## config.mk

```make
export PLATFORM = sky130hd
export DESIGN_NAME = gemm_z_drain
export DESIGN_NICKNAME = d
export VERILOG_FILES = /design/src/hdl/gemm_pkg.sv /design/src/hdl/gemm_z_drain.sv
export VERILOG_INCLUDE_DIRS = /design/src /design/src/hdl
export SDC_FILE = /design/constraint.sdc
export NUM_CORES = 1
export LEC_CHECK = 0
export BUFFER_PORTS_ARGS = -buffer_cell sky130_fd_sc_hd__buf_2
export CORE_AREA = 2 2 255 257
export CTS_BUF_LIST = sky130_fd_sc_hd__clkbuf_8
export DETAILED_ROUTE_END_ITERATION = 16
export DIE_AREA = 0 0 257 259
export RECOVER_POWER = 50
export SYNTH_ARGS = -nofsm -noshare
export SYNTH_HDL_FRONTEND = slang
export SYNTH_SLANG_ARGS = --single-unit
export TNS_END_PERCENT = 50
```

## constraint.sdc

```tcl
create_clock -name clk_i -period 3.9 [get_ports clk_i]
set_clock_uncertainty 0.05 [all_clocks]
set_input_delay 0 -clock clk_i [delete_from_list [all_inputs] [get_ports clk_i]]
set_output_delay 0 -clock clk_i [all_outputs]
set_load 0.05 [all_outputs]
```

## src/hdl/gemm_params.svh

```systemverilog
/* Array size, datapath widths and control register map of the GEMM accelerator.
   Included by every RTL file and by the testbench. */
`ifndef GEMM_PARAMS_SVH
`define GEMM_PARAMS_SVH

// Array geometry, rows by columns
`define GEMM_WIDTH  4
`define GEMM_HEIGHT 4
`define GEMM_ROW_W  ((`GEMM_WIDTH > 1) ? $clog2(`GEMM_WIDTH) : 1)

// Datapath widths
`define GEMM_ELEM_W 8
`define GEMM_ACC_W  32
`define GEMM_K_W    8

// Control port and register map
`define GEMM_ADDR_W     2
`define GEMM_DATA_W     32
`define GEMM_REG_K      2'd0
`define GEMM_REG_TRIG   2'd1
`define GEMM_REG_STATUS 2'd2

`endif

```

## src/hdl/gemm_pkg.sv

```systemverilog
/* Shared types of the GEMM accelerator: operand and accumulator words and the
   job phase. Referenced by scoped name from the RTL and the testbench. */
`default_nettype none

`include "gemm_params.svh"

package gemm_pkg;

  // Signed 8-bit operand element of X, W and Y
  typedef logic signed [`GEMM_ELEM_W-1:0] elem_t;

  // Accumulator and Z element, wraps modulo 2^32
  typedef logic signed [`GEMM_ACC_W-1:0] acc_t;

  // Job sequence
  typedef enum logic [1:0] {
    IDLE  = 2'd0,
    BIAS  = 2'd1,
    MAC   = 2'd2,
    DRAIN = 2'd3
  } phase_e;

endpackage

`default_nettype wire

```

## src/hdl/gemm_z_drain.sv

```systemverilog
/* Result drain. After a start pulse it registers one accumulator row per cycle
   onto the Z port, flags the last row and raises the job event. */
`timescale 1ns/1ps
`default_nettype none

`include "gemm_params.svh"

module gemm_z_drain (
  input  logic                                                clk_i,
  input  logic                                                rst_i,
  input  logic                                                drain_start_i,
  input  gemm_pkg::acc_t  [`GEMM_WIDTH-1:0][`GEMM_HEIGHT-1:0] acc_i,
  output logic                                                z_valid_o,
  output gemm_pkg::acc_t  [`GEMM_HEIGHT-1:0]                  z_row_o,
  output logic                                                drain_done_o,
  output logic                                                evt_o
);

  localparam int ROW_W = `GEMM_ROW_W;
  localparam logic [ROW_W-1:0] LAST_ROW = ROW_W'(`GEMM_WIDTH - 1);

  logic             active_q;
  logic [ROW_W-1:0] row_q;
  logic [ROW_W-1:0] sel_row;
  logic             issue;

  // Row 0 goes out right off the start pulse
  assign issue   = drain_start_i | active_q;
  assign sel_row = drain_start_i ? '0 : row_q;

  always_ff @(posedge clk_i) begin
    if (rst_i) begin
      active_q     <= 1'b0;
      row_q        <= '0;
      z_valid_o    <= 1'b0;
      drain_done_o <= 1'b0;
      evt_o        <= 1'b0;
    end else begin
      z_valid_o    <= issue;
      drain_done_o <= issue & (sel_row == LAST_ROW);
      evt_o        <= drain_done_o;
      if (issue) begin
        row_q    <= sel_row + 1'b1;
        active_q <= (sel_row != LAST_ROW);
      end
    end
  end

  always_ff @(posedge clk_i) begin
    if (issue) begin
      z_row_o <= acc_i[sel_row];
    end
  end

  // Scheduler never restarts the drain mid-stream
  a_no_restart: assert property (@(posedge clk_i) disable iff (rst_i)
    drain_start_i |-> !active_q);

endmodule

`default_nettype wire

```

==> reports/metrics.cfg <==
[outcome]
status=complete, but fails checks
violations=capacitance limit, slew limit

[synthesis]
synth_seq_area_share_pct=48.4
synth.area.top_cells=edfxtp_1, nand2_1, a211oi_1
syn-num-nets=1392
synth_top_area_share_pct=46.9
yosys.area.top_type=edfxtp_1
synth_warnings=0
synth_area_per_cell_um2=9.36
synth_cell_types=21
synth_cells=876
ys_ff_latch=134
netlist_area_um2=8200

[power]
leakagePower_uw=0.00625
combPwrFrac_pct=37.2
switchingPower_uw=1810
seqPwrFrac_pct=38.2
p_per_area_nw_per_um2=318
switching_share_pct=37.5
p_clk_share_pct=24.6
irDropWorstVdd_v=0.000224
internal_power_uw=3010

[grt]
grt_usage_pct=11.6
globalRouteOverflowTotal=0
grt_start_max_net_pins=134
grt_pass1_vias=10505
antenna_found_initial=13
grt_pass1_wl_um=58400

[flow_run]
max-cap-violations=1

[clock_network]
clock_latency_ps=530
cts_made_buffers=17
cts_sinks=134
tritoncts=done
cts_buffer_depth=2
cts_max_level=4
cts_root_buffer=clkbuf_8
post_cts_buffers=0
path_clk_slew_ps=90
postCtsResizedCells=0

[timing]
maxSlewHeadroom_pct=-14.9
max_freq_ghz=0.320
grt_setup_unrepaired=no
fin_ws_ps=774
hold_violations=0
setup_viol=0
timing.hold.ws_ps=191
fin_crit_sh_pct=80.1
drv_slew=67
tns_ps=0
tightest_slew_ps=1720
layout_min_cycle_time_ps=3130

[worst_setup_path]
cp_num_buf_inv=2
cp.arrival_ps=3330
crit_fanout=68
worstPathCellList=nor2_1 -> clkinvlp_4 -> buf_12
cp-start-kind=flip-flop
cp-end-kind=flip-flop
critPathSlowestCell=clkinvlp_4
cp_slowest_stage_delay_ps=1400
critical_path.top_delay_family=buffers and inverters
required_ps=4100
crit_type=flip-flop to flip-flop

[detailed_routing]
ant_nets=0
drc=0
wirelength_um=40200
firstDrtPassIters=5
via_count=10401
drt_iter0_markers=617
wl_per_cell_um=15.3
vias_per_cell=3.96

[die]
rows=93
die_w_um=257
die_area_um2=66600
start_util_pct=12.8
fp.dieH_um=259
io_pins=646
coreArea_um2=63900

[cells_and_area]
nets=2267
final_util_pct=23.8
multi_input_area_um2=3710
fill_cells=6976
drive_gt1_share_pct=33.1
regArea_um2=3970
syn2layout_area_growth_pct=85.2

[min_path]
hold_class=input port to flip-flop

[placed_design]
routabilityCongestion=0.811
dp_slack_ps=1850
io_buffers=645
dpl.hpwl_um=28900

## through the flow
| stage | instances | total power [uW] | instance area, um2 |
|---|---|---|---|
| after floorplan | 876 | 2830 | 8200 |
| final | 2624 | 4820 | 15200 |
| after global routing | 2622 | 5080 | 15200 |
| after CTS | 2618 | 4940 | 15300 |
| after detailed placement | 2313 | 3380 | 12200 |
| after global placement | 2313 | 3380 | 12200 |
## worst register-to-register path, delay by kind of cell, from the launching register on
family	cells	cell delay, ps
flip-flops	1	340
AND/OR/NAND/NOR	1	300
buffers and inverters	2	2130
## flip-flops by register name, indices dropped and copies added, names as in the netlist
name,cells
z_row_o,128
row_q,2
evt_o,1
active_q,1
z_valid_o,1
drain_done_o,1
## cell usage after synthesis
cell and instances:
inv_2 1, nor2_1 4, inv_1 2, nor3_1 1, nor2b_1 129, buf_4 11, a31oi_1 128, buf_6 15
buf_2 45, clkbuf_1 14, a211oi_2 18, nand2_1 257, o21ai_0 1, nand2b_1 2, xor2_1 1, a21oi_1 1
dfxtp_1 6, ha_1 1, and2_1 1, a211oi_1 110, edfxtp_1 128
## placed cells by master (no fill, tap or decap)
cell | Yosys | final
buf_2 | 45 | 514
dlygate4sd3_1 | 0 | 274
nand2_1 | 257 | 257
clkbuf_1 | 14 | 131
nor2b_1 | 129 | 129
a31oi_1 | 128 | 128
edfxtp_1 | 128 | 128
a211oi_1 | 110 | 110
a211oi_2 | 18 | 18
clkbuf_8 | 0 | 17
buf_4 | 11 | 16
diode_2 | 0 | 6
buf_12 | 0 | 6
dfxtp_1 | 6 | 5
nor2_1 | 4 | 4
inv_1 | 2 | 4
clkinvlp_4 | 0 | 3
clkinv_1 | 0 | 3
clkinv_2 | 0 | 3
nand2b_4 | 0 | 2
bufinv_16 | 0 | 2
inv_4 | 0 | 1
xor2_1 | 1 | 1
and2_1 | 1 | 1
nor3_1 | 1 | 1
o21ai_0 | 1 | 1
a21oi_1 | 1 | 1
ha_1 | 1 | 1
clkinv_4 | 0 | 1
dfxtp_4 | 0 | 1
## per-layer routing
layer / global-route usage (%) / up-vias / wire length, um
met1: 12.2 / 4792 / 15300
met4: 5.85 / 8 / 1420
met2: 20.4 / 543 / 20100
li1: - / 4975 / -
met3: 4.01 / 83 / 3320
met5: 0 / - / 57
## layout make-up
type,count,share of cell area (%)
clock buffers,17,1.54
multi-input cells,654,24.4
flip-flops and latches,134,26.1
diodes,6,0.0989
repair buffers,941,39.8
well taps,855,7.05
inverters,3,0.115
clock inverters,14,0.799
## logic make-up after synthesis
| logic type | Yosys count | share of synthesized area [%] |
|---|---|---|
| and+or+nand+nor | 394 | 22.1 |
| AOI/OAI and AO/OA | 258 | 22.7 |
| DFF | 134 | 48.4 |
| buffers and inverters | 88 | 6.59 |
| xor gates and xnor gates | 1 | 0.107 |
| adders and majority gates | 1 | 0.153 |
## repair_timing
item	in CTS	in global routing
hold buffers	274	0
endpoints found under the hold margin	134	0
setup endpoints to repair	0	0
## worst paths after layout
check                     from  cells after the start  slack, ps     endpoint
setup / recovery      active_q                      3        770  z_row_o[69]
hold / removal           rst_i                      3        190     row_q[1]
setup reg to reg      active_q                      3        770  z_row_o[69]
hold reg to reg   drain_done_o                      1        430        evt_o
## power groups by stage
stage	sequential (uW)	clock (uW)	combinational (uW)
2_1_floorplan	2410	0	420
4_1_cts	1840	1270	1830
5_1_grt	1860	1310	1910
3_5_place_dp	1870	0	1510
6_report	1840	1180	1800
3_3_place_gp	1870	0	1510
Note: power is estimated with default switching activity, not from simulation.
