## src/hdl/gemm_params.svh

```systemverilog
/* Array size, datapath widths and control register map of the GEMM accelerator.
   Included by every RTL file and by the testbench. */
`ifndef GEMM_PARAMS_SVH
`define GEMM_PARAMS_SVH

// Array geometry, rows by columns
`define GEMM_WIDTH  4
`define GEMM_HEIGHT 4
`define GEMM_ROW_W  ((`GEMM_WIDTH > 1) ? $clog2(`GEMM_WIDTH) : 1)

// Datapath widths
`define GEMM_ELEM_W 8
`define GEMM_ACC_W  32
`define GEMM_K_W    8

// Control port and register map
`define GEMM_ADDR_W     2
`define GEMM_DATA_W     32
`define GEMM_REG_K      2'd0
`define GEMM_REG_TRIG   2'd1
`define GEMM_REG_STATUS 2'd2

`endif

```

## src/hdl/gemm_pkg.sv

```systemverilog
/* Shared types of the GEMM accelerator: operand and accumulator words and the
   job phase. Referenced by scoped name from the RTL and the testbench. */
`default_nettype none

`include "gemm_params.svh"

package gemm_pkg;

  // Signed 8-bit operand element of X, W and Y
  typedef logic signed [`GEMM_ELEM_W-1:0] elem_t;

  // Accumulator and Z element, wraps modulo 2^32
  typedef logic signed [`GEMM_ACC_W-1:0] acc_t;

  // Job sequence
  typedef enum logic [1:0] {
    IDLE  = 2'd0,
    BIAS  = 2'd1,
    MAC   = 2'd2,
    DRAIN = 2'd3
  } phase_e;

endpackage

`default_nettype wire

```

## src/hdl/gemm_cfg_decoder.sv

```systemverilog
/* Control register decoder and job scheduler. Takes K and trigger writes, answers
   status reads and steps a job through bias load, accumulation and drain. */
`timescale 1ns/1ps
`default_nettype none

`include "gemm_params.svh"

module gemm_cfg_decoder (
  input  logic                      clk_i,
  input  logic                      rst_i,
  input  logic                      ctrl_req_i,
  input  logic                      ctrl_we_i,
  input  logic [`GEMM_ADDR_W-1:0]   ctrl_addr_i,
  input  logic [`GEMM_DATA_W-1:0]   ctrl_wdata_i,
  output logic [`GEMM_DATA_W-1:0]   ctrl_rdata_o,
  output logic                      ctrl_rvalid_o,
  input  logic                      y_valid_i,
  input  logic                      x_valid_i,
  input  logic                      drain_done_i,
  output logic                      bias_we_o,
  output logic [`GEMM_ROW_W-1:0]    bias_row_o,
  output logic                      mac_en_o,
  output logic                      drain_start_o,
  output logic                      busy_o
);

  localparam int ROW_W = `GEMM_ROW_W;
  localparam logic [ROW_W-1:0] LAST_ROW = ROW_W'(`GEMM_WIDTH - 1);

  gemm_pkg::phase_e        phase_q;
  logic [`GEMM_K_W-1:0]    k_q;
  logic [`GEMM_K_W-1:0]    depth_q;
  logic [ROW_W-1:0]        row_q;
  logic [7:0]              job_cnt_q;
  logic                    start_q;
  logic                    k_wr;
  logic                    trig;
  logic [`GEMM_DATA_W-1:0] status_w;

  assign busy_o = (phase_q != gemm_pkg::IDLE);

  // Writes only land while idle
  assign k_wr = ctrl_req_i & ctrl_we_i & (ctrl_addr_i == `GEMM_REG_K) & ~busy_o;
  assign trig = ctrl_req_i & ctrl_we_i & (ctrl_addr_i == `GEMM_REG_TRIG) & ~busy_o;

  // Host strobes only count in their own phase
  assign bias_we_o     = (phase_q == gemm_pkg::BIAS) & y_valid_i;
  assign mac_en_o      = (phase_q == gemm_pkg::MAC) & x_valid_i;
  assign bias_row_o    = row_q;
  assign drain_start_o = start_q;

  always_ff @(posedge clk_i) begin
    if (rst_i) begin
      phase_q   <= gemm_pkg::IDLE;
      k_q       <= '0;
      depth_q   <= '0;
      row_q     <= '0;
      job_cnt_q <= '0;
      start_q   <= 1'b0;
    end else begin
      start_q <= 1'b0;
      if (k_wr) begin
        k_q <= ctrl_wdata_i[`GEMM_K_W-1:0];
      end
      case (phase_q)
        gemm_pkg::IDLE: if (trig) begin
          phase_q <= gemm_pkg::BIAS;
          row_q   <= '0;
        end
        gemm_pkg::BIAS: if (bias_we_o) begin
          row_q <= row_q + 1'b1;
          if (row_q == LAST_ROW) begin
            depth_q <= '0;
            // Zero depth goes straight to the drain
            if (k_q == '0) begin
              phase_q <= gemm_pkg::DRAIN;
              start_q <= 1'b1;
            end else begin
              phase_q <= gemm_pkg::MAC;
            end
          end
        end
        gemm_pkg::MAC: if (mac_en_o) begin
          depth_q <= depth_q + 1'b1;
          if ((depth_q + 1'b1) == k_q) begin
            phase_q <= gemm_pkg::DRAIN;
            start_q <= 1'b1;
          end
        end
        default: if (drain_done_i) begin
          phase_q   <= gemm_pkg::IDLE;
          job_cnt_q <= job_cnt_q + 1'b1;
        end
      endcase
    end
  end

  // Status word with busy in bit 0 and finished jobs in 15:8
  always_comb begin
    status_w       = '0;
    status_w[0]    = busy_o;
    status_w[15:8] = job_cnt_q;
  end

  always_ff @(posedge clk_i) begin
    if (rst_i) begin
      ctrl_rvalid_o <= 1'b0;
    end else begin
      ctrl_rvalid_o <= ctrl_req_i & ~ctrl_we_i;
    end
  end

  always_ff @(posedge clk_i) begin
    ctrl_rdata_o <= (ctrl_addr_i == `GEMM_REG_STATUS) ? status_w : '0;
  end

  // The array must never see a bias load and an accumulate in one cycle
  a_we_mac_excl: assert property (@(posedge clk_i) disable iff (rst_i)
    !(bias_we_o && mac_en_o));

endmodule

`default_nettype wire

```

## config.mk

```make
export PLATFORM = sky130hd
export DESIGN_NAME = gemm_cfg_decoder
export DESIGN_NICKNAME = d
export VERILOG_FILES = /design/src/hdl/gemm_pkg.sv /design/src/hdl/gemm_cfg_decoder.sv
export VERILOG_INCLUDE_DIRS = /design/src /design/src/hdl
export SDC_FILE = /design/constraint.sdc
export NUM_CORES = 1
export LEC_CHECK = 0
export BUFFER_PORTS_ARGS = -buffer_cell sky130_fd_sc_hd__buf_2
export CELL_PAD_IN_SITES_DETAIL_PLACEMENT = 0
export CELL_PAD_IN_SITES_GLOBAL_PLACEMENT = 1
export CORE_ASPECT_RATIO = 0.7
export CORE_UTILIZATION = 35
export DETAILED_ROUTE_END_ITERATION = 8
export MAX_ROUTING_LAYER = met4
export PLACE_DENSITY_LB_ADDON = 0.12
export REMOVE_ABC_BUFFERS = 1
export SLEW_MARGIN = 0
export SYNTH_ARGS = -nofsm -noshare
export SYNTH_HDL_FRONTEND = slang
export SYNTH_SLANG_ARGS = --single-unit
```

## constraint.sdc

```tcl
create_clock -name clk_i -period 2.35 [get_ports clk_i]
set_input_delay 0.47 -clock clk_i [delete_from_list [all_inputs] [get_ports clk_i]]
set_output_delay 0.47 -clock clk_i [all_outputs]
set_load 0.1 [all_outputs]
```

==> results of run 1 <==
Yosys cell counts (all sizes together), types with 5 or more instances:
library cell / count / area share
and2: 11 / 0.035
dfxtp: 39 / 0.38
xnor2: 6 / 0.026
nand3: 10 / 0.024
buf: 25 / 0.095
inv: 10 / 0.018
xor2: 9 / 0.038
nor2: 30 / 0.055
a21oi: 12 / 0.029
nand2: 7 / 0.013
or4: 5 / 0.018
mux2i: 10 / 0.049
ha: 7 / 0.043
o21ai: 11 / 0.027
nand3b: 5 / 0.018
registers in the layout, indices dropped and copies added (netlist names):
signal and flops:
job_cnt_q 8, depth_q 8, phase_q 2, drain_start_o 1, ctrl_rvalid_o 1, ctrl_rdata_o 9
k_q 8, bias_row_o 2
placed cells by master, fill, tap and decap left out, drive strengths merged, types with 2 or more instances in the layout:
master / n
mux2i: 10
and3: 3
and2: 11
buf: 37
nand2: 7
ha: 7
xnor2: 6
nand2b: 2
nor2b: 2
xor2: 9
a22oi: 3
nand3: 10
inv: 10
conb: 23
or4: 5
nor3: 3
or3: 4
o21ai: 11
nor2: 30
a211oi: 3
a21oi: 12
bufinv: 2
clkbuf: 5
dfxtp: 39
nand3b: 5
critical path: cells and delay by family, from the launching register on:
kind | cells | cell delay [ps]
multiplexers | 1 | 350
adder cells (fa/ha/maj) | 1 | 210
AO/OA/AOI/OAI | 3 | 870
flip-flops | 1 | 340
AND/OR/NAND/NOR | 2 | 130
buffers and inverters | 1 | 160
stage by stage:
stage,hold slack [ps],utilization
final,347.1,0.4320
after global routing,353.1,0.4320
after CTS,339.1,0.4320
after detailed placement,475.8,0.4070
after global placement,475.6,0.4070
after floorplan,450.4,-
report_power, final:
| part | switching [uW] | internal [uW] | total, uW |
|---|---|---|---|
| clock network | 250 | 424 | 674 |
| registers | 18.4 | 682 | 700 |
| logic | 507 | 136 | 643 |
| total | 775 | 1240 | 2020 |
per-layer routing:
metal / share of wire / routed length, um
met1: 0.57 / 2388
met2: 0.36 / 1516
met3: 0.054 / 227
met4: 0.0091 / 38
met5: 0 / 0
cells by family (layout without fill, tap and decap cells):
group | count (synthesis) | count (layout)
fa+ha+maj | 7 | 7
simple gates | 88 | 88
other cells | 1 | 23
buf+inv | 38 | 55
mux | 11 | 11
compound gates | 36 | 36
flops | 39 | 39
xor+xnor | 15 | 15
area by class of cell:
type,instances,area (um^2)
well taps,72,90.09
clock buffers,5,68.82
repair buffers,37,197.7
clock inverters,3,67.56
inverters,10,37.54
multi-input cells,180,1112
fillers,587,3095
flip-flops and latches,39,780.7
final timing paths:
| check | startpoint | end | slack (ps) |
|---|---|---|---|
| max | depth_q[1] | phase_q[0] | 190 |
| min | ctrl_we_i | ctrl_rvalid_o | 350 |
| max reg2reg | depth_q[1] | phase_q[0] | 190 |
| min reg2reg | job_cnt_q[1] | job_cnt_q[1] | 490 |
==> impl_metrics.yaml, run 1 <==
grt:
  grt_max_degree: 17
  grt_usage: 0.1499
  grt.overflow.total: 0
  grt_pass1_wl_mm: 6.893
  use_met1: 0.2253
  antenna_found_initial: 0
  grt_use_met3: 0.03793
  grt_busiest_layer: "met1"
  grt_pass1_vias: 1431
  grtUsageMet2: 0.1875
sta:
  layout_setup_ws_ps: 187.4
  max_slew_margin: 0.5639
  hold_violations: 0
  rsz0062_at_grt: "no"
  skew_ps: 2.860
  setup-tns-final_ps: 0
  slew_viol_final: 0
  period_needed_ps: 2163
  finalCritPeriodShare: 0.9203
  fmaxAchievable_ghz: 0.4624
  finalSetupViolCount: 0
  tightest_slew_ps: 649.8
drt:
  vias: 1613
  drc_errors: 0
  wl_mm: 4.171
  wire_per_inst_um: 12.05
  first_pass_iters: 4
  drt_iter0_drc: 70
  via_per_inst: 4.662
  ant_nets: 0
die:
  core_region_area_um2: 5450
  die_height_um: 66.10
  io_pins: 80
  initial_core_util: 0.3770
  die_area_um2: 6185
  chipWidth_um: 93.57
  rows: 22
final_layout:
  num_antenna_cells: 0
  fin_area_um2: 2355
  syn_to_final_growth_pct: 14.62
  final_cells: 346
  num-nets-final: 321
  drive_gt1_frac: 0.1861
synth:
  syn_avg_cell_area_um2: 8.742
  synth-edff-count: 0
  synthSimpleGateAreaFrac: 0.2308
  yosys.area_share.xor_xnor: 0.06395
  ys_seq_area_frac: 0.3800
  muxShareOfSynthArea: 0.05420
  synthFlopType: "dfxtp_1"
  synth_compound_area_frac: 0.1078
  synth_top_family_by_area: "simple AND/OR/NAND/NOR gates"
  synth_warnings: 0
  netlist_area_um2: 2054
  yosysUniqueCellTypes: 44
  yosys.area_share.adder: 0.04263
  synth_seq_cells: 39
  synthCells: 235
  async_flop_share: 0
clock_tree:
  cts_resized: 0
  numCtsBuffers: 5
  root_buffer: "clkbuf_8"
  cts_tree: "done"
  cts_max_level: 2
  cts_setup_buffers: 0
  cts_buffer_depth: 2
  ctsHoldBuffers: 0
  clk_pin_slew_ps: 80
  clock_latency_ps: 290
  cts_sinks: 39
critical_path:
  crit_type: "flop to flop"
  crit_required_ps: 2530
  cp.arrival_ps: 2350
  crit_path_end_kind: "flop"
  cpMostUsedCell: "nor2_1"
  cp_max_fo: 6
  critPathLaunchType: "flop"
  cp_slowest_cell: "mux2_1"
  r2r_cells: 8
  worstPathCellList: "ha_1, buf_4, nor2_1, nor2_1, a221oi_1, o211ai_1, a211oi_2, mux2_1"
  cpPeakStageDelay_ps: 350
run_status:
  status: "finished, final reports clean"
placed_design:
  placed_cell_area_um2: 2218
  dpl.hpwl_mm: 3.098
  dp_cells: 338
  io_buffer_count: 32
  gp_congestion: 0.7463
  pre_cts_ws_ps: 212.2
power:
  power_uw: 2017
  ir_drop_uv: 300.6
  leakagePower_uw: 0.001050
  pwr_density_cell_nw_per_um2: 856.4
hold_path:
  hold_depth: 2
  hp-class: "input port to flop"
flow_run:
  cap_violations: 0
(Power assumes the default switching activity.)
==> run 2, diff against run 1 <==
--- a/config.mk
+++ b/config.mk
@@ -10,8 +10,9 @@
 export CELL_PAD_IN_SITES_DETAIL_PLACEMENT = 0
 export CELL_PAD_IN_SITES_GLOBAL_PLACEMENT = 1
 export CORE_ASPECT_RATIO = 0.7
-export CORE_UTILIZATION = 35
+export CORE_UTILIZATION = 38
 export DETAILED_ROUTE_END_ITERATION = 8
+export GPL_TIMING_DRIVEN = 0
 export MAX_ROUTING_LAYER = met4
 export PLACE_DENSITY_LB_ADDON = 0.12
 export REMOVE_ABC_BUFFERS = 1
==> constraint.sdc (replaced) <==
create_clock -name clk_i -period 2.73 [get_ports clk_i]
set_input_delay 0.546 -clock clk_i [delete_from_list [all_inputs] [get_ports clk_i]]
set_output_delay 0.546 -clock clk_i [all_outputs]
set_load 0.1 [all_outputs]
==> impl_metrics.yaml, run 2 (same netlist as run 1, synthesis figures left out) <==
run_status:
  status: "finished, final reports clean"
power:
  leakagePower_uw: 0.001021
  clkPwrFrac: 0.303
  swShare: 0.3964
  switching_power_uw: 648.5
  pwr_density_cell_nw_per_um2: 712.9
  power.internal_uw: 987.3
  seqPwrFrac: 0.369
  p_comb_frac: 0.328
  ir_drop_uv: 354.1
drt:
  drt_iter0_drc: 100
  wl_mm: 3.883
  vias: 1580
  first_pass_iters: 4
  drc_errors: 0
  ant_nets: 0
  wire_per_inst_um: 11.49
  via_per_inst: 4.675
sta:
  slew_viol_final: 0
  tightest_slew_ps: 983.6
  setup-tns-final_ps: 0
  finalCritPeriodShare: 0.8541
  hold_violations: 0
  period_needed_ps: 2332
  holdWs_ps: 432.1
  max_slew_margin: 0.3407
  skew_ps: 4.710
  fmaxAchievable_ghz: 0.4289
  rsz0062_at_grt: "no"
  finalSetupViolCount: 0
critical_path:
  critPathLaunchType: "flop"
  crit_start: "depth_q[0]"
  crit_path_end_kind: "flop"
  crit_required_ps: 2910
  crit_type: "flop to flop"
  r2r-start: "depth_q[0]"
  cp-endpoint: "phase_q[0]"
  cp_max_fo: 7
  r2r_cells: 7
  cp_slowest_cell: "dfxtp_1"
  r2r_slack_ps: 400
  cpMostUsedCell: "and3_1"
  worstPathCellList: "ha_1, and3_1, and3_1, xnor2_1, o211ai_1, a211oi_2, mux2_1"
  cpPeakStageDelay_ps: 440
  reg2reg_to: "phase_q[0]"
  cp.arrival_ps: 2510
grt:
  grt_pass1_wl_mm: 6.720
  grt_usage: 0.1511
  antenna_found_initial: 0
  grt_max_degree: 32
  grt_pass1_vias: 1402
  grt.overflow.total: 0
clock_tree:
  clock_latency_ps: 280
  root_buffer: "clkbuf_8"
  numCtsBuffers: 5
  cts_resized: 0
  cts_max_level: 2
  cts_setup_buffers: 0
  cts_sinks: 39
  cts_buffer_depth: 2
  clk_pin_slew_ps: 80
  cts_tree: "done"
  ctsHoldBuffers: 0
hold_path:
  hp-class: "input port to flop"
die:
  core_region_area_um2: 4992
  initial_core_util: 0.4115
  chipWidth_um: 89.89
  die_area_um2: 5710
  io_pins: 80
  rows: 21
  die_height_um: 63.52
final_layout:
  syn_to_final_growth_pct: 11.69
  layout_common_cells: "dfxtp_1, buf_2, nor2_1"
  final_core_util: 0.4596
  num-nets-final: 316
  final_common_cell: "dfxtp_1"
  num_antenna_cells: 0
  largest_reg_flops: 9
  drive_gt1_frac: 0.1710
  top_register: "ctrl_rdata_o"
placed_design:
  io_buffer_count: 32
  dpl.hpwl_mm: 2.861
  gp_congestion: 0.7661
flow_run:
  cap_violations: 0
run 2: cell count changes in the layout (fill, tap and decap cells not counted):
| cell | change |
|---|---|
| clkbuf_8 | +1 |
| buf_4 | -5 |
| bufinv_16 | -1 |
| clkinvlp_4 | -1 |
| clkinv_2 | +1 |
run 2: final cells by class:
class | count | area, um^2
fillers | 519 | 2698
multi-input cells | 180 | 1112
flip-flops and latches | 39 | 780.7
repair buffers | 32 | 160.2
well taps | 69 | 86.33
clock buffers | 6 | 82.58
inverters | 10 | 37.54
clock inverters | 2 | 35.03
run 2: through the flow:
step | setup WS, ps | cells | power [uW] | cell area (um^2)
finish | 398.3 | 338 | 1636 | 2295
global route | 267.1 | 338 | 1721 | 2295
CTS | 406.6 | 338 | 1650 | 2295
detailed placement | 419.1 | 330 | 1156 | 2177
global placement | 440.8 | 330 | 1156 | 2177
floorplan | 320.2 | 229 | 1060 | 1931
run 2: routing by layer:
metal | part of all wire | vias up | GRT usage
met4 | 0.0046 | 0 | 0.03629
met3 | 0.067 | 2 | 0.04227
met2 | 0.36 | 49 | 0.2058
li1 | - | 821 | -
met5 | 0 | - | -
met1 | 0.57 | 708 | 0.2169
run 2: worst min-delay path by stage:
stage,slack (ps),end,depth (start not counted),from
floorplan,450,ctrl_rdata_o[15],1,job_cnt_q[7]
global placement,470,ctrl_rdata_o[15],1,job_cnt_q[7]
detailed placement,460,ctrl_rdata_o[15],1,job_cnt_q[7]
CTS,420,ctrl_rvalid_o,2,ctrl_we_i
global route,420,ctrl_rvalid_o,2,ctrl_we_i
finish,430,ctrl_rvalid_o,2,ctrl_we_i
run 2: critical path, delay by kind of cell, from the launching register on:
| family | cells | cell delay [ps] |
|---|---|---|
| AOI/OAI and AO/OA | 2 | 520 |
| and+or+nand+nor | 2 | 460 |
| adders and majority gates | 1 | 320 |
| xor gates and xnor gates | 1 | 140 |
| muxes | 1 | 350 |
| DFF | 1 | 440 |
run 2: power by group through the flow:
stage	combinational (uW)	clock, uW	sequential, uW
3_5_place_dp	539	0	617
6_report	537	496	603
3_3_place_gp	538	0	618
4_1_cts	537	510	603
5_1_grt	570	543	607
2_1_floorplan	419	0	641
